$ cat config.mk
export PLATFORM = sky130hd
export DESIGN_NAME = xbar_cfg_regs
export DESIGN_NICKNAME = d
export VERILOG_FILES = /design/src/rtl/tcdm_pkg.sv /design/src/rtl/xbar_cfg_regs.sv
export SDC_FILE = /design/constraint.sdc
export NUM_CORES = 1
export LEC_CHECK = 0
export ABC_AREA = 0
export CORE_ASPECT_RATIO = 0.75
export CORE_MARGIN = 5
export CORE_UTILIZATION = 38
export CTS_BUF_LIST = sky130_fd_sc_hd__clkbuf_8
export DETAILED_ROUTE_END_ITERATION = 10
export DONT_BUFFER_PORTS = 1
export HOLD_SLACK_MARGIN = 0.12
export RECOVER_POWER = 25
export SYNTH_ARGS = -nofsm -noshare
export SYNTH_HDL_FRONTEND = slang
export SYNTH_SLANG_ARGS = --single-unit
$ cat constraint.sdc
create_clock -name clk_i -period 1.7 [get_ports clk_i]
set_input_delay 0.34 -clock clk_i [delete_from_list [all_inputs] [get_ports clk_i]]
set_output_delay 0.34 -clock clk_i [all_outputs]
set_load 0.1 [all_outputs]
$ cat src/rtl/tcdm_pkg.sv
`default_nettype none

package tcdm_pkg;

  //////////////////////////////////////////////////////////////////////
  // sizes
  //////////////////////////////////////////////////////////////////////

  localparam int unsigned NUM_MASTERS  = 4;  // requestors
  localparam int unsigned NUM_BANKS    = 4;  // single-port banks
  localparam int unsigned DATA_W       = 32; // word width
  localparam int unsigned BANK_SEL_W   = 2;  // low address bits pick the bank
  localparam int unsigned ROW_W        = 6;  // high address bits pick the row
  localparam int unsigned ADDR_W       = BANK_SEL_W + ROW_W; // word address, 8 bits
  localparam int unsigned MASTER_IDX_W = 2;
  localparam int unsigned BANK_DEPTH   = 2 ** ROW_W;         // 64 words per bank

  // wen + row + wdata, wen on top
  localparam int unsigned PAYLOAD_W    = 1 + ROW_W + DATA_W;

  //////////////////////////////////////////////////////////////////////
  // config register map
  //////////////////////////////////////////////////////////////////////

  localparam int unsigned CFG_ADDR_W = 1;

  localparam logic [CFG_ADDR_W-1:0] CFG_ADDR_WRESP = 1'b0; // write-response mask
  localparam logic [CFG_ADDR_W-1:0] CFG_ADDR_PRIO  = 1'b1; // ext prio enable + fields

  // prio fields sit in 7..0, enable right above them
  localparam int unsigned EXT_PRIO_EN_BIT = NUM_BANKS * MASTER_IDX_W;

  //////////////////////////////////////////////////////////////////////
  // types
  //////////////////////////////////////////////////////////////////////

  typedef logic [DATA_W-1:0]       data_t;
  typedef logic [ADDR_W-1:0]       word_addr_t;   // {row, bank}
  typedef logic [BANK_SEL_W-1:0]   bank_sel_t;
  typedef logic [ROW_W-1:0]        row_addr_t;
  typedef logic [MASTER_IDX_W-1:0] master_idx_t;
  typedef logic [PAYLOAD_W-1:0]    req_payload_t; // {wen, row, wdata}

endpackage

`default_nettype wire

$ cat src/rtl/xbar_cfg_regs.sv
`default_nettype none

module xbar_cfg_regs (
  input  logic                                            clk_i,
  input  logic                                            arst_n_i,
  // register port
  input  logic                                            cfg_we_i,
  input  logic [tcdm_pkg::CFG_ADDR_W-1:0]                 cfg_addr_i,
  input  tcdm_pkg::data_t                                 cfg_wdata_i,
  output tcdm_pkg::data_t                                 cfg_rdata_o,
  // steering outputs
  output logic [tcdm_pkg::NUM_MASTERS-1:0]                wresp_en_o,
  output logic                                            ext_prio_en_o,
  output tcdm_pkg::master_idx_t [tcdm_pkg::NUM_BANKS-1:0] prio_o
);

  logic [tcdm_pkg::NUM_MASTERS-1:0]                wresp_mask_q; // one bit per master
  logic                                            ext_prio_en_q;
  tcdm_pkg::master_idx_t [tcdm_pkg::NUM_BANKS-1:0] prio_q;       // bank 0 in the low bits

  //////////////////////////////////////////////////////////////////////
  // write side
  //////////////////////////////////////////////////////////////////////

  always_ff @(posedge clk_i or negedge arst_n_i) begin
    if (!arst_n_i) begin
      wresp_mask_q  <= '1;   // write responses on by default
      ext_prio_en_q <= 1'b0;
      prio_q        <= '0;
    end else if (cfg_we_i) begin
      case (cfg_addr_i)
        tcdm_pkg::CFG_ADDR_WRESP: begin
          wresp_mask_q <= cfg_wdata_i[tcdm_pkg::NUM_MASTERS-1:0];
        end
        tcdm_pkg::CFG_ADDR_PRIO: begin
          ext_prio_en_q <= cfg_wdata_i[tcdm_pkg::EXT_PRIO_EN_BIT];
          prio_q        <= cfg_wdata_i[tcdm_pkg::EXT_PRIO_EN_BIT-1:0]; // all four fields
        end
        default: ;
      endcase
    end
  end

  // readback, unused bits read as zero
  always_comb begin
    cfg_rdata_o = '0;
    case (cfg_addr_i)
      tcdm_pkg::CFG_ADDR_WRESP: cfg_rdata_o[tcdm_pkg::NUM_MASTERS-1:0] = wresp_mask_q;
      tcdm_pkg::CFG_ADDR_PRIO: begin
        cfg_rdata_o[tcdm_pkg::EXT_PRIO_EN_BIT]     = ext_prio_en_q;
        cfg_rdata_o[tcdm_pkg::EXT_PRIO_EN_BIT-1:0] = prio_q;
      end
      default: ;
    endcase
  end

  assign wresp_en_o    = wresp_mask_q;
  assign ext_prio_en_o = ext_prio_en_q; // one enable for all banks
  assign prio_o        = prio_q;

endmodule

`default_nettype wire

==> results.txt, run 1 <==
* WHS: about 0.24 ns
* Maxcap violations: 0
- Routed length on met1: 552 um
- Starting density of the core: 0.403
- Type of destination of the critical path: output pin
* Drt wl/cell: ~15 um
- The synthesized netlist contains 10 unique library cells.
* Maximum clock rate: 610 MHz
- Of the cells placed in the final design, the portion with a size suffix greater than 1 is 0.687.
- Clock-pin slew was measured on the worst setup and hold paths at 0.05 ns.
* Part of the Yosys area used for sequential elements: 0.403
* Worst hold path startpoint: cfg_wdata_i[6]
- Total power draw: 1710 uW
- At the end of routability-driven placement, the weighted congestion stood at 0.644.
- Total wire length: 1580 um
- Setup repair after global routing left no endpoint under its margin.
* Worst Path Class, Setup: reg -> out
- Number of diodes added for antenna fixing: 0
* Mean number of vias per cell: 4.22
* Most frequent cells in the layout: sky130_fd_sc_hd__conb_1 (23), sky130_fd_sc_hd__mux2_4 (16), sky130_fd_sc_hd__dfrtp_2 (8)
* Setup fix buffers added after clock tree synthesis: 0
* Highest metal layer with signal wires: met4
- Minimum clock period: 1.64 ns
- Total Die Area: 3200 sq um
- For this run, the share of the core covered by cells in the final layout is 0.499.
- CTS tree: done
- Post-layout worst setup margin: 0.0596 ns
* Largest net degree at the start of global routing: 14
- Number of buffers added by the clock tree synthesis step: 3
* Worst-case clock skew: 0 ns
* Top cell type by total area after synthesis: sky130_fd_sc_hd__dfrtp_1
- Mapped Cells: 62
- Leaving out fill and tap cells, the most frequent cell in the layout is sky130_fd_sc_hd__conb_1.
- GR Util All Layers: 0.0999
- The detail route stage leaves a number of antenna-violating nets equal to 0.
- Die width: 63.6 um
- The startpoint identified for the worst register-to-register timing path is prio_o[3].
* Vias after detailed routing: 452
- The mapped netlist covers 820 sq um.
* Clock Sinks: 13
- Startpoint Class: flop
- The flow ran to the end, and the final reports show no timing, DRC or antenna violations.
- In this run the clock root is driven by a sky130_fd_sc_hd__clkbuf_8.
* Actual slew at the worst max-slew pin: 0.575 ns
* Met2 WL post-DR: 779 um
- Dividing total power by cell area gives a power density of 1690 nW/um^2.
- Final count of negative-setup-slack endpoints: 0
- The critical path starts at prio_o[4].
- Num ports: 81
- STA puts the critical path data arrival time at 1.30 ns.
- Along the worst path, the maximum fanout reaches 3.
* Initial antenna violation count: 0
- Counting along the longest clock path gives a buffer depth of 2.
- The net count of the finished layout is 120.
- The share of synthesized area in the top cell type comes to 0.275.
- Worst setup timing slack at the placement stage: 0.245 ns
- Walking the worst path, the cells encountered are and2_2 -> buf_12.
* DRC violations left: 0
- Clock latency on the worst-skew pair: 0.24 ns
- Post-detail-place hpwl: 1290 um
* Worst path top cell family by delay: flip-flops
- In the detailed route, the total length drawn on met3 is 230 um.
- Maximum resistive drop on vdd: just under 900 uV
- Final Slew Violations: 0
- Measured against its own limit, the worst slew margin works out to 0.615.
- Adding up every negative setup slack in the final design gives 0 ns.
- Compared with the post-synthesis result, the final layout area differs by 23.8%.
- Summed over all cells, the static leakage comes to 0.000510 uW.
- First-pass GRT wire length: 2480 um
- The number of hold violations in the final report was 0.
* Core region area: between 2000 and 2500 sq um
- Before antenna repair, the detailed router went through 3 iterations.
- Ranked by total cell area, the synthesized netlist is headed by sky130_fd_sc_hd__dfrtp_1 (27%), sky130_fd_sc_hd__mux2_4 (24%), sky130_fd_sc_hd__buf_4 (21%), sky130_fd_sc_hd__dfstp_2 (13%), sky130_fd_sc_hd__mux2_2 (5.5%).
- The largest single stage delay on the critical path is 0.62 ns.
- Flip-flop and latch count after synthesis: 13
- Share of the clock period used by the worst path: 0.965
- CP Data Required Time: 1.36 ns
- The floorplan has 14 rows.
- The slowest stage of the critical path belongs to the cell sky130_fd_sc_hd__dfrtp_4.
* Violation count after the first detailed-routing iteration: 3
- The min-delay analysis places its worst path in the category in -> reg.
- Yosys warns: 0
* Gr ovfl total: 0
* Vias in the first global route: 480
* Count of input and output buffers: 0
* Die Ht: 50.2 um
- Bufs and invs on worst path: 1
- CTS built an H-tree with a depth of 1.
- Synthesized area per cell: 13.2 sq um
## power by group
| group | switching [uW] | internal (uW) | total, uW |
|---|---|---|---|
| Combinational | 832 | 190 | 1020 |
| Sequential | 51.4 | 373 | 424 |
| Clock | 107 | 159 | 266 |
## sequential cells by signal, indices dropped and copies added, names as in the netlist
| name | count |
|---|---|
| wresp_en_o | 4 |
| ext_prio_en_o | 1 |
| prio_o | 8 |
## cell type report
| class | count | area (sq um) |
|---|---|---|
| fillers | 185 | 1020 |
| multi-input cells | 47 | 405 |
| flip-flops and latches | 13 | 344 |
| repair buffers | 19 | 190 |
| clock buffers | 3 | 41.3 |
| well taps | 24 | 30.0 |
| clock inverters | 1 | 3.75 |
## path summary, 6_finish.rpt
| kind | end | slack, ns | cells after the start |
|---|---|---|---|
| max | cfg_rdata_o[4] | 0.06 | 2 |
| min | prio_o[6] | 0.24 | 1 |
| max reg2reg | prio_o[3] | 0.42 | 2 |
| min reg2reg | prio_o[6] | 0.52 | 1 |
| max in group asynchronous | prio_o[4] | 0.74 | 1 |
| min in group asynchronous | prio_o[0] | 0.53 | 1 |
## logic make-up after synthesis
family	share of synthesized area
buffers and inverters	0.224
multiplexers	0.293
flip-flops	0.403
AND/OR/NAND/NOR	0.0748
other	0.00458
## what timing repair did
| action | CTS | global route |
|---|---|---|
| setup endpoints to repair | 1 | 0 |
| gates resized for setup | 1 | 0 |
| hold buffers | 1 | 0 |
| hold endpoints to repair | 13 | 0 |
## Yosys cell counts
cell                       n
sky130_fd_sc_hd__nand2_8   1
sky130_fd_sc_hd__and2_1    5
sky130_fd_sc_hd__conb_1    1
sky130_fd_sc_hd__mux2_4   13
sky130_fd_sc_hd__mux2_2    4
sky130_fd_sc_hd__buf_6     1
sky130_fd_sc_hd__and2b_4   1
sky130_fd_sc_hd__dfstp_2   4
sky130_fd_sc_hd__dfrtp_1   9
sky130_fd_sc_hd__buf_4    23
## per-stage QoR
step / area (sq um) / std cells
floorplan: 935 / 84
detailed placement: 978 / 102
CTS: 1040 / 107
finish: 1010 / 107
global route: 1010 / 107
global placement: 978 / 102
## per-layer routing
layer  track usage  vias to the layer above
met5             0                        -
li1              -                      199
met3        0.0402                        2
met4        0.0623                        0
met2         0.164                       34
met1         0.108                      217
(Power assumes the default switching activity.)
==> inputs of run 2 (changes only) <==
Settings changed: ABC_AREA 0 to 1.
==> run 2 against run 1 <==
Effect of this change:
- global-route usage up 1.5 points
- clock skew unchanged
- final cell count increased by 37%
- total power is 12% lower
==> results.txt, run 2 <==
* Count of input and output buffers: 0
* Share of the clock period used by the worst path: 0.850
* Part of the Yosys area used for sequential elements: 0.402
* Maximum resistive drop on vdd: 844 uV
* Maxcap violations: 0
- Slew HR: 0.604
* Maximum clock rate: 692 MHz
- Worst-path clk slew: 0.05 ns
- Setup violations remaining at the end of the flow were counted as 0.
- In this run the worst hold path is classified as in -> reg.
* Synth cell types: 12
- At the worst endpoint, the required time is about 1.4 ns.
- Main flop type after synthesis: sky130_fd_sc_hd__dfrtp_1
- EDFF count, synth: 0
- GR Util All Layers: 0.115
- Maximum cell stage delay along the critical path: approximately 0.53 ns
- Ranked by total cell area, the synthesized netlist is headed by sky130_fd_sc_hd__dfrtp_1 (27%), sky130_fd_sc_hd__buf_4 (22%), sky130_fd_sc_hd__nand2_1 (20%), sky130_fd_sc_hd__dfstp_2 (13%), sky130_fd_sc_hd__nand3_1 (7.3%).
- Total Die Area: around 3200 sq um
* Final weighted congestion of routability-driven global placement: 0.711
- Worst Path Class, Setup: reg -> out
- Number of diodes added for antenna fixing: 0
- Number of buffers added by the clock tree synthesis step: 3
* Area share of the largest cell type after synthesis: 0.274
* Total standard cell area after synthesis: 821 sq um
* Mean number of vias per cell: 4.33
- Subtracting the final worst setup slack from the clock period gives 1.45 ns.
* Num ports: 81
- The largest individual stage delay along the critical path comes from the cell sky130_fd_sc_hd__dfstp_2.
- For this run, the post-layout net count is 160.
- Ordered list of cells on the worst path: nand2_1 -> nand2_4
- Synthesized area per cell: 7.82 sq um
* Clock latency on the worst-skew pair: 0.24 ns
* Top cell type by total area after synthesis: sky130_fd_sc_hd__dfrtp_1
* Core region area: slightly above 2000 sq um
- The register with the most flip-flops in the layout has 8 of them.
* DRC violations left: 0
* Cell with the most instances after synthesis: sky130_fd_sc_hd__nand2_1
* Clk Tree Root Cell: sky130_fd_sc_hd__clkbuf_8
- Final Slew Violations: 0
- CTS built an H-tree with a depth of 1.
- Arrival time at the worst endpoint: 1.11 ns
* Total wire length: approximately 1800 um
- Endpoints failing hold: 0
* First-pass GRT wire length: slightly below 3000 um
- Between clock sinks in the finished design, the worst skew comes to 0 ns.
- The longest clock path from root to sink contains 2 buffers.
* Drt wl/cell: around 12 um
- After synthesis the netlist holds a flip-flop and latch count of 13.
* WHS: 0.207 ns
- List of most frequent post-synthesis cells: sky130_fd_sc_hd__nand2_1 (44), sky130_fd_sc_hd__buf_4 (24), sky130_fd_sc_hd__nand3_1 (12), sky130_fd_sc_hd__dfrtp_1 (9), sky130_fd_sc_hd__inv_1 (5)
* Yosys warns: 0
- Actual slew at the worst max-slew pin: about 0.6 ns
- For the final routed database, the setup TNS stands at 0 ns.
- Antenna violation net count after detailed routing: 0
- Startpoint Class: flop
* Vias in the first global route: approximately 620
- Met3 WL post-DR: about 210 um
- Power spread over the standard cell area amounts to 1550 nW/um^2.
- Gr ovfl total: 0
- Fraction of layout instances using a drive strength above 1: 0.374
- The number of gates resized after CTS was 0.
- The number of antenna violations at the first check in global routing came to 0.
- Detailed placement ended at an HPWL of 1470 um.
* Clock Sinks: 13
- In this run the static leakage power is about 0.00051 uW.
- Largest net degree at the start of global routing: 21
- The library cells used most frequently in the layout, excluding fill and tap cells, are sky130_fd_sc_hd__nand2_1 (40), sky130_fd_sc_hd__conb_1 (23), sky130_fd_sc_hd__nand3_1 (12).
- Measured along the x axis, the die boundary spans between 60 and 70 um.
- The routed design uses 890 um of met2 wire.
- Die Ht: 50.3 um
- Number of hold buffers added after cts: 1
- Setup repair after global routing left no endpoint under its margin.
- Layout overhead on the synthesized area: 18.9%
* Status: finished clean
- Starting density of the core: 0.404
* Mapped Cells: 105
- Leaving out fill and tap cells, the most frequent cell in the layout is sky130_fd_sc_hd__nand2_1.
- Setup fix buffers added after clock tree synthesis: 0
- The detailed router finished its first iteration with 11 violations.
* Top fanout value on the critical path: 2
* Vias after detailed routing: 636
- Type of destination of the critical path: output pin
- Number of search-and-repair iterations in the first detailed-routing pass: 3
* Number of placement rows: 14
* CTS tree: done
* Share of flip-flops with an asynchronous set or reset after synthesis: 1.00
* Highest metal layer with signal wires: met3
* Routed length on met1: 676 um
run 2: layout make-up:
cell class	count	area (sq um)
clock buffer	3	41.3
tap	24	30.0
timing repair buffer	19	160
fill	204	1060
multi-input combinational	81	358
clock inverter	1	3.75
inverter	6	41.3
sequential	13	342
run 2: logic make-up after synthesis:
family	synth area share
other cells	0.00457
simple gates	0.294
buf+inv	0.299
flops	0.402
run 2: critical path: cells and delay by family (launching register included):
family           cells  cell delay [ns]
DFF                  1             0.53
and+or+nand+nor      2             0.33
run 2: final timing paths:
| check | from | cells past startpoint | slack [ns] | to |
|---|---|---|---|---|
| setup / recovery | wresp_en_o[0] | 2 | 0.25 | cfg_rdata_o[0] |
| hold / removal | cfg_wdata_i[3] | 2 | 0.21 | wresp_en_o[3] |
| setup reg to reg | prio_o[0] | 3 | 0.57 | prio_o[0] |
| hold reg to reg | wresp_en_o[1] | 3 | 0.74 | wresp_en_o[1] |
| max in group asynchronous | arst_n_i | 1 | 0.73 | prio_o[2] |
| min in group asynchronous | arst_n_i | 1 | 0.54 | prio_o[3] |
run 2: metrics by stage:
step                      setup WS, ns   util  area (sq um)  power [uW]  cells
final                            0.255  0.480           976        1510    147
after global routing             0.208  0.480           976        1580    147
after CTS                        0.243  0.491           998        1550    147
after detailed placement         0.504  0.464           943        1270    142
after global placement           0.514  0.464           943        1270    142
after floorplan                 0.0801      -           963        1220    127
run 2: power by group:
part           switching (uW)  leakage [uW]  internal, uW
combinational             774      0.000341          98.4
clock                     102     0.0000269           159
sequential               19.1      0.000143           362
run 2: per-layer routing:
metal  global-route usage  vias to the layer above
li1                     -                      312
met1                0.127                      296
met2                0.201                       28
met3               0.0670                        0
met4               0.0104                        0
met5                    0                        -
