===== config.mk =====
export PLATFORM = sky130hd
export DESIGN_NAME = xbar
export DESIGN_NICKNAME = d
export VERILOG_FILES = /design/src/rtl/tcdm_pkg.sv /design/src/rtl/rr_arbiter.sv /design/src/rtl/addr_dec_resp_mux.sv /design/src/rtl/xbar.sv
export SDC_FILE = /design/constraint.sdc
export NUM_CORES = 1
export LEC_CHECK = 0
export ABC_AREA = 1
export ABC_CLOCK_PERIOD_IN_PS = 3150
export BUFFER_PORTS_ARGS = -buffer_cell sky130_fd_sc_hd__buf_2
export CORE_AREA = 2 2 237 239
export CTS_CLUSTER_DIAMETER = 30
export DETAILED_ROUTE_END_ITERATION = 16
export DIE_AREA = 0 0 239 241
export HOLD_SLACK_MARGIN = 0.02
export MAX_ROUTING_LAYER = met4
export SYNTH_ARGS = -nofsm -noshare
export SYNTH_HDL_FRONTEND = slang
export SYNTH_SLANG_ARGS = --single-unit

===== constraint.sdc =====
create_clock -name clk_i -period 3.15 [get_ports clk_i]
set_input_delay 0.315 -clock clk_i [delete_from_list [all_inputs] [get_ports clk_i]]
set_output_delay 0.315 -clock clk_i [all_outputs]
set_load 0.005 [all_outputs]

===== src/rtl/tcdm_pkg.sv =====
`default_nettype none

package tcdm_pkg;

  //////////////////////////////////////////////////////////////////////
  // sizes
  //////////////////////////////////////////////////////////////////////

  localparam int unsigned NUM_MASTERS  = 4;  // requestors
  localparam int unsigned NUM_BANKS    = 4;  // single-port banks
  localparam int unsigned DATA_W       = 32; // word width
  localparam int unsigned BANK_SEL_W   = 2;  // low address bits pick the bank
  localparam int unsigned ROW_W        = 6;  // high address bits pick the row
  localparam int unsigned ADDR_W       = BANK_SEL_W + ROW_W; // word address, 8 bits
  localparam int unsigned MASTER_IDX_W = 2;
  localparam int unsigned BANK_DEPTH   = 2 ** ROW_W;         // 64 words per bank

  // wen + row + wdata, wen on top
  localparam int unsigned PAYLOAD_W    = 1 + ROW_W + DATA_W;

  //////////////////////////////////////////////////////////////////////
  // config register map
  //////////////////////////////////////////////////////////////////////

  localparam int unsigned CFG_ADDR_W = 1;

  localparam logic [CFG_ADDR_W-1:0] CFG_ADDR_WRESP = 1'b0; // write-response mask
  localparam logic [CFG_ADDR_W-1:0] CFG_ADDR_PRIO  = 1'b1; // ext prio enable + fields

  // prio fields sit in 7..0, enable right above them
  localparam int unsigned EXT_PRIO_EN_BIT = NUM_BANKS * MASTER_IDX_W;

  //////////////////////////////////////////////////////////////////////
  // types
  //////////////////////////////////////////////////////////////////////

  typedef logic [DATA_W-1:0]       data_t;
  typedef logic [ADDR_W-1:0]       word_addr_t;   // {row, bank}
  typedef logic [BANK_SEL_W-1:0]   bank_sel_t;
  typedef logic [ROW_W-1:0]        row_addr_t;
  typedef logic [MASTER_IDX_W-1:0] master_idx_t;
  typedef logic [PAYLOAD_W-1:0]    req_payload_t; // {wen, row, wdata}

endpackage

`default_nettype wire


===== src/rtl/rr_arbiter.sv =====
`default_nettype none

module rr_arbiter (
  input  logic                                               clk_i,
  input  logic                                               arst_n_i,
  // priority start override
  input  logic                                               ext_prio_en_i,
  input  tcdm_pkg::master_idx_t                              prio_i,
  // master side
  input  logic [tcdm_pkg::NUM_MASTERS-1:0]                   req_i,
  input  tcdm_pkg::req_payload_t [tcdm_pkg::NUM_MASTERS-1:0] payload_i,
  output logic [tcdm_pkg::NUM_MASTERS-1:0]                   gnt_o,
  // bank side
  output logic                                               req_o,
  input  logic                                               gnt_i,     // low while stalled
  output tcdm_pkg::req_payload_t                             payload_o
);

  tcdm_pkg::master_idx_t rr_ptr_q;   // next master to be favoured
  tcdm_pkg::master_idx_t start_idx;  // where the search begins this cycle
  tcdm_pkg::master_idx_t win_idx;
  logic                  win_vld;
  logic                  xfer;

  //////////////////////////////////////////////////////////////////////
  // rotating first-one search
  //////////////////////////////////////////////////////////////////////

  assign start_idx = ext_prio_en_i ? prio_i : rr_ptr_q; // external prio wins over pointer

  always_comb begin : win_search
    tcdm_pkg::master_idx_t cand;
    win_idx = start_idx;
    win_vld = 1'b0;
    for (int unsigned i = 0; i < tcdm_pkg::NUM_MASTERS; i++) begin
      cand = start_idx + tcdm_pkg::master_idx_t'(i); // wraps mod 4
      if (!win_vld && req_i[cand]) begin
        win_vld = 1'b1;
        win_idx = cand;
      end
    end
  end

  // bank sees a request whenever anybody asks
  assign req_o     = win_vld;
  assign payload_o = payload_i[win_idx]; // don't care when nobody asks
  assign xfer      = win_vld & gnt_i;

  // one-hot grant back, nothing while the bank stalls
  always_comb begin
    gnt_o = '0;
    if (xfer) begin
      gnt_o[win_idx] = 1'b1;
    end
  end

  //////////////////////////////////////////////////////////////////////
  // pointer update
  //////////////////////////////////////////////////////////////////////

  // moves only on an actual transfer, also under external prio
  always_ff @(posedge clk_i or negedge arst_n_i) begin
    if (!arst_n_i) begin
      rr_ptr_q <= '0;
    end else if (xfer) begin
      rr_ptr_q <= win_idx + tcdm_pkg::master_idx_t'(1); // winner + 1
    end
  end

endmodule

`default_nettype wire


===== src/rtl/addr_dec_resp_mux.sv =====
`default_nettype none

module addr_dec_resp_mux (
  input  logic                                       clk_i,
  input  logic                                       arst_n_i,
  input  logic                                       wresp_en_i, // vld_o after writes too
  // master side
  input  logic                                       req_i,
  input  tcdm_pkg::word_addr_t                       addr_i,
  input  logic                                       wen_i,      // 1 store, 0 load
  input  tcdm_pkg::data_t                            wdata_i,
  output logic                                       gnt_o,
  output logic                                       vld_o,
  output tcdm_pkg::data_t                            rdata_o,
  // arbiter side
  output logic [tcdm_pkg::NUM_BANKS-1:0]             req_o,      // one-hot bank request
  input  logic [tcdm_pkg::NUM_BANKS-1:0]             gnt_i,
  output tcdm_pkg::req_payload_t                     payload_o,
  input  tcdm_pkg::data_t [tcdm_pkg::NUM_BANKS-1:0]  rdata_i
);

  tcdm_pkg::bank_sel_t bank_sel;
  tcdm_pkg::row_addr_t row;
  tcdm_pkg::bank_sel_t bank_q;   // bank of the last transfer
  logic                vld_q;

  //////////////////////////////////////////////////////////////////////
  // request decode
  //////////////////////////////////////////////////////////////////////

  // word interleaving, bank from the low bits
  assign bank_sel = addr_i[tcdm_pkg::BANK_SEL_W-1:0];
  assign row      = addr_i[tcdm_pkg::ADDR_W-1:tcdm_pkg::BANK_SEL_W];

  always_comb begin
    req_o           = '0;
    req_o[bank_sel] = req_i;
  end

  assign payload_o = {wen_i, row, wdata_i};

  // only the addressed bank's grant counts
  assign gnt_o = req_i & gnt_i[bank_sel];

  //////////////////////////////////////////////////////////////////////
  // response path, fixed one cycle
  //////////////////////////////////////////////////////////////////////

  always_ff @(posedge clk_i or negedge arst_n_i) begin
    if (!arst_n_i) begin
      vld_q  <= 1'b0;
      bank_q <= '0;
    end else begin
      // reads always answer, writes only when enabled
      vld_q <= gnt_o & (~wen_i | wresp_en_i);
      if (gnt_o) begin
        bank_q <= bank_sel; // hold last bank otherwise
      end
    end
  end

  assign vld_o   = vld_q;
  assign rdata_o = rdata_i[bank_q]; // bank output is one cycle late as well

endmodule

`default_nettype wire


===== src/rtl/xbar.sv =====
`default_nettype none

module xbar (
  input  logic                                                clk_i,
  input  logic                                                arst_n_i,
  // steering from the config block
  input  logic [tcdm_pkg::NUM_MASTERS-1:0]                    wresp_en_i,
  input  logic                                                ext_prio_en_i,
  input  tcdm_pkg::master_idx_t [tcdm_pkg::NUM_BANKS-1:0]     prio_i,
  // master side
  input  logic [tcdm_pkg::NUM_MASTERS-1:0]                    req_i,
  input  tcdm_pkg::word_addr_t [tcdm_pkg::NUM_MASTERS-1:0]    addr_i,
  input  logic [tcdm_pkg::NUM_MASTERS-1:0]                    wen_i,
  input  tcdm_pkg::data_t [tcdm_pkg::NUM_MASTERS-1:0]         wdata_i,
  output logic [tcdm_pkg::NUM_MASTERS-1:0]                    gnt_o,
  output logic [tcdm_pkg::NUM_MASTERS-1:0]                    vld_o,
  output tcdm_pkg::data_t [tcdm_pkg::NUM_MASTERS-1:0]         rdata_o,
  // bank side
  output logic [tcdm_pkg::NUM_BANKS-1:0]                      bank_req_o,
  input  logic [tcdm_pkg::NUM_BANKS-1:0]                      bank_gnt_i,
  output tcdm_pkg::req_payload_t [tcdm_pkg::NUM_BANKS-1:0]    bank_payload_o,
  input  tcdm_pkg::data_t [tcdm_pkg::NUM_BANKS-1:0]           bank_rdata_i
);

  // master-major and bank-major views of the same matrices
  logic [tcdm_pkg::NUM_MASTERS-1:0][tcdm_pkg::NUM_BANKS-1:0] ma_req, ma_gnt;
  logic [tcdm_pkg::NUM_BANKS-1:0][tcdm_pkg::NUM_MASTERS-1:0] sl_req, sl_gnt;
  tcdm_pkg::req_payload_t [tcdm_pkg::NUM_MASTERS-1:0]        ma_payload; // shared by all banks

  //////////////////////////////////////////////////////////////////////
  // one decoder / resp mux per master
  //////////////////////////////////////////////////////////////////////

  for (genvar m = 0; m < tcdm_pkg::NUM_MASTERS; m++) begin : gen_masters
    addr_dec_resp_mux i_addr_dec_resp_mux (
      .clk_i      ( clk_i         ),
      .arst_n_i   ( arst_n_i      ),
      .wresp_en_i ( wresp_en_i[m] ),
      .req_i      ( req_i[m]      ),
      .addr_i     ( addr_i[m]     ),
      .wen_i      ( wen_i[m]      ),
      .wdata_i    ( wdata_i[m]    ),
      .gnt_o      ( gnt_o[m]      ),
      .vld_o      ( vld_o[m]      ),
      .rdata_o    ( rdata_o[m]    ),
      .req_o      ( ma_req[m]     ),
      .gnt_i      ( ma_gnt[m]     ),
      .payload_o  ( ma_payload[m] ),
      .rdata_i    ( bank_rdata_i  )  // every master sees every bank
    );

    // transpose master x bank
    for (genvar b = 0; b < tcdm_pkg::NUM_BANKS; b++) begin : gen_reshape
      assign sl_req[b][m] = ma_req[m][b];
      assign ma_gnt[m][b] = sl_gnt[b][m];
    end
  end

  //////////////////////////////////////////////////////////////////////
  // one arbiter per bank
  //////////////////////////////////////////////////////////////////////

  for (genvar b = 0; b < tcdm_pkg::NUM_BANKS; b++) begin : gen_banks
    rr_arbiter i_rr_arbiter (
      .clk_i         ( clk_i             ),
      .arst_n_i      ( arst_n_i          ),
      .ext_prio_en_i ( ext_prio_en_i     ),
      .prio_i        ( prio_i[b]         ),
      .req_i         ( sl_req[b]         ),
      .payload_i     ( ma_payload        ),
      .gnt_o         ( sl_gnt[b]         ),
      .req_o         ( bank_req_o[b]     ),
      .gnt_i         ( bank_gnt_i[b]     ),
      .payload_o     ( bank_payload_o[b] )
    );
  end

endmodule

`default_nettype wire


==> impl_metrics.json <==
{
  "outcome": "finished clean",
  "p_comb_share_pct": 94.3,
  "seqPwrFrac_pct": 3.0,
  "synthAdderAreaFrac_pct": 0,
  "track_usage_pct": 23.42,
  "grt_pass1_wl_mm": 102.2,
  "cts_hold_buf": 0,
  "layout.nets": 2941,
  "finalSetupViolCount": 0,
  "die_h_um": 241,
  "p_per_area_nw_per_um2": 854.9,
  "htree_levels": 1,
  "vias_per_cell": 5.486,
  "tns_ns": 0,
  "drive_above_1_share_pct": 34.25,
  "antenna_found_initial": 26,
  "die_w_um": 239,
  "synth_seq_cells": 20,
  "dieArea_um2": 57600,
  "period_share_pct": 96.54,
  "worst_pin_slew_ns": 0.8965,
  "ant_nets": 0,
  "grt_max_degree": 66,
  "path_clk_slew_ns": 0.07,
  "finalInstanceArea_um2": 15660,
  "cts_sinks": 20,
  "avgSynthCellArea_um2": 5.160,
  "cp.arrival_ns": 2.73,
  "worst_setup_path_end_kind": "output pin",
  "skew_ns": 0.01227,
  "synth_top_family_by_area": "simple AND/OR/NAND/NOR gates",
  "initial_core_util_pct": 19.15,
  "multiInputGateArea_um2": 8921,
  "grt_overflow": 0,
  "wl_per_cell_um": 22.11,
  "dr.first_iter.drc_count": 1641,
  "critPathLaunchType": "register",
  "cts_tree": "yes",
  "syn2layout_area_growth_pct": 48.96,
  "peakVddDrop_mv": 0.5119,
  "clock_path_buffers": 2,
  "insertion_delay_ns": 0.26,
  "worstSetupPathType": "register to output pin",
  "dpl_cell_area_um2": 14470,
  "ios": 611,
  "synthMuxAreaShare_pct": 0,
  "hold_viol_final": 0,
  "first_global_vias": 16220,
  "routed_wl_mm": 74.21,
  "hpwlAfterDp_mm": 54.97,
  "drcViolationCount": 0,
  "p_clk_share_pct": 2.7,
  "drt_pass1_iterations": 8,
  "yosysWarnings": 0,
  "rsz0062_at_grt": "true",
  "synth_area_um2": 10510,
  "switching_share_pct": 58.52,
  "max_clock_freq_ghz": 0.3288,
  "hold_path.class": "input port to async pin",
  "finalPower_mw": 13.38,
  "netSwitchingPower_mw": 7.832,
  "synth_cells": 2037,
  "rows": 86,
  "synth_nets": 2352,
  "numCtsBuffers": 3,
  "core_um2": 54880,
  "crit_fanout": 6,
  "gp_congestion": 0.9784,
  "utilization_pct": 28.53,
  "synthSimpleGateAreaFrac_pct": 47.55,
  "ff_latch_area_um2": 505.5,
  "vias": 18410,
  "cp.required_ns": 2.83,
  "ys_types": 31,
  "p_int_mw": 5.552,
  "root_buffer": "clkbuf_16",
  "slew_headroom_pct": 39.86,
  "port_buffers": 610,
  "maxSlewViolCount": 0,
  "synth.yosys.seq_area_share_pct": 4.762,
  "synthXorXnorAreaFrac_pct": 0,
  "total_leakage_power_nw": 7.658,
  "nFillCells": 6256,
  "synth_compound_area_share_pct": 34.43,
  "min_period_ns": 3.041,
  "cap_violations": 0
}
## registers in the layout (all words and copies together), names as in the netlist
register and count:
gen_banks.i_rr_arbiter.rr_ptr_q 8, gen_masters.i_addr_dec_resp_mux.bank_q 8, gen_masters.i_addr_dec_resp_mux.vld_o 4
## worst max-delay path, cell delays in order (launching register included)
cell       delay (ns)
dfrtp_1          0.39
inv_2            0.07
nand2_2          0.06
nand2_4          0.10
buf_6            0.12
nand2_1          0.05
nand2_1          0.09
nand2_1          0.07
nand2_2          0.08
nand3_2          0.08
inv_1            0.09
nand2_1          0.06
nand3_2          0.10
nand2_4          0.09
buf_4            0.15
nor2_4           0.23
buf_12           0.15
clkbuf_16        0.15
nand2_1          0.05
o2111ai_1        0.11
buf_2            0.15
## cell families after synthesis
kind of cell / Yosys count
AND/OR/NAND/NOR: 1170
flip-flops: 20
buffers and inverters: 284
AO/OA/AOI/OAI: 563
## layer usage
| metal | GRT usage (%) | part of all wire (%) |
|---|---|---|
| met1 | 27.79 | 37 |
| met2 | 38.45 | 47 |
| met3 | 4.930 | 11 |
| met4 | 9.735 | 5.1 |
| met5 | - | 0 |
## cells in the mapped netlist
library cell  number  share of area, %
nand2_1          618                22
nor2_1           273               9.7
o21ai_0          256                12
nand3_1          169               8.0
o22ai_1          128               7.6
o2111ai_1        119               9.9
inv_1            101               3.6
clkbuf_1          76               2.7
nand2_2           56               3.3
a22oi_1           39               2.8
buf_2             35               1.7
buf_6             27               2.9
nand4_1           23               1.4
buf_4             21               1.5
dfrtp_1           20               4.8
buf_1             10              0.36
a22oi_2            9               1.1
inv_2              9              0.32
nor2_2             8              0.48
nand2_4            7              0.75
nand3_2            7              0.67
nor2_4             6              0.64
o211ai_1           5              0.36
clkinv_1           4              0.14
o21bai_1           4              0.29
nand4_2            2              0.24
a21oi_1            1             0.048
a21oi_2            1             0.083
inv_4              1             0.060
nand4_4            1              0.20
o21a_1             1             0.071
## layout by cell type (no fill, tap or decap), types with 2 or more instances in the layout
master	synthesis	layout
nand2_2	56	55
nor2_1	273	273
nand4_4	1	2
o211ai_1	5	5
nand3_1	169	167
nand2_8	0	2
o21bai_1	4	4
buf_2	35	608
nor2_4	6	12
a22oi_1	39	39
o22ai_1	128	128
buf_4	21	92
inv_2	9	12
nand2_4	7	23
dfrtp_1	20	16
nand3_4	0	2
nand2_1	618	604
o21ai_0	256	256
diode_2	0	27
a22oi_2	9	9
o2111ai_1	119	108
dfrtp_2	0	4
o2111ai_2	0	10
buf_12	0	31
buf_6	27	6
nor2_2	8	2
nand4_1	23	23
clkinv_1	4	4
nand3_2	7	7
inv_1	101	97
clkbuf_16	0	15
## final timing paths
path,start,end,slack (ns),depth (start not counted)
setup / recovery,gen_banks[0].i_rr_arbiter.rr_ptr_q[0],bank_payload_o[32],0.11,20
hold / removal,arst_n_i,gen_banks[3].i_rr_arbiter.rr_ptr_q[0],0.02,1
setup reg to reg,gen_banks[2].i_rr_arbiter.rr_ptr_q[0],gen_masters[0].i_addr_dec_resp_mux.bank_q[0],0.58,17
hold reg to reg,gen_masters[2].i_addr_dec_resp_mux.bank_q[0],gen_masters[2].i_addr_dec_resp_mux.bank_q[0],0.52,2
max in group asynchronous,arst_n_i,gen_masters[3].i_addr_dec_resp_mux.bank_q[0],2.73,1
min in group clk_i,wresp_en_i[3],gen_masters[3].i_addr_dec_resp_mux.vld_o,0.30,3
## final cells by class
cell class	count	area share, %
clock buffer	3	0.4795
clock inverter	1	0.1918
timing repair buffer	750	30.26
inverter	115	2.805
multi-input combinational	1736	56.98
tap	704	5.626
antenna	27	0.4316
sequential	20	3.229
## what timing repair did
action	in CTS	in global routing
buffers inserted	0	35
resized for setup	8	63
endpoints found under the setup margin	13	151
gates cloned	0	18
pin swaps	0	24
## power groups by stage
stage / logic, mW / registers [mW] / clock network [mW]
finish: 12.6 / 0.405 / 0.361
global route: 13.4 / 0.417 / 0.384
CTS: 11.0 / 0.402 / 0.368
detailed placement: 10.9 / 0.406 / 0
global placement: 10.9 / 0.404 / 0
floorplan: 5.78 / 0.385 / 0
## metrics by stage
step                      hold WS, ns  instances  setup WS [ns]
after CTS                     0.04852       3276      0.0005227
after detailed placement       0.3333       3272        -0.1332
after global placement         0.3312       3272       -0.06498
after floorplan               0.01941       2037         0.7179
after global routing          0.06177       3353       -0.06656
final                         0.02440       3356         0.1089
Power figures use the tool's default switching activity.
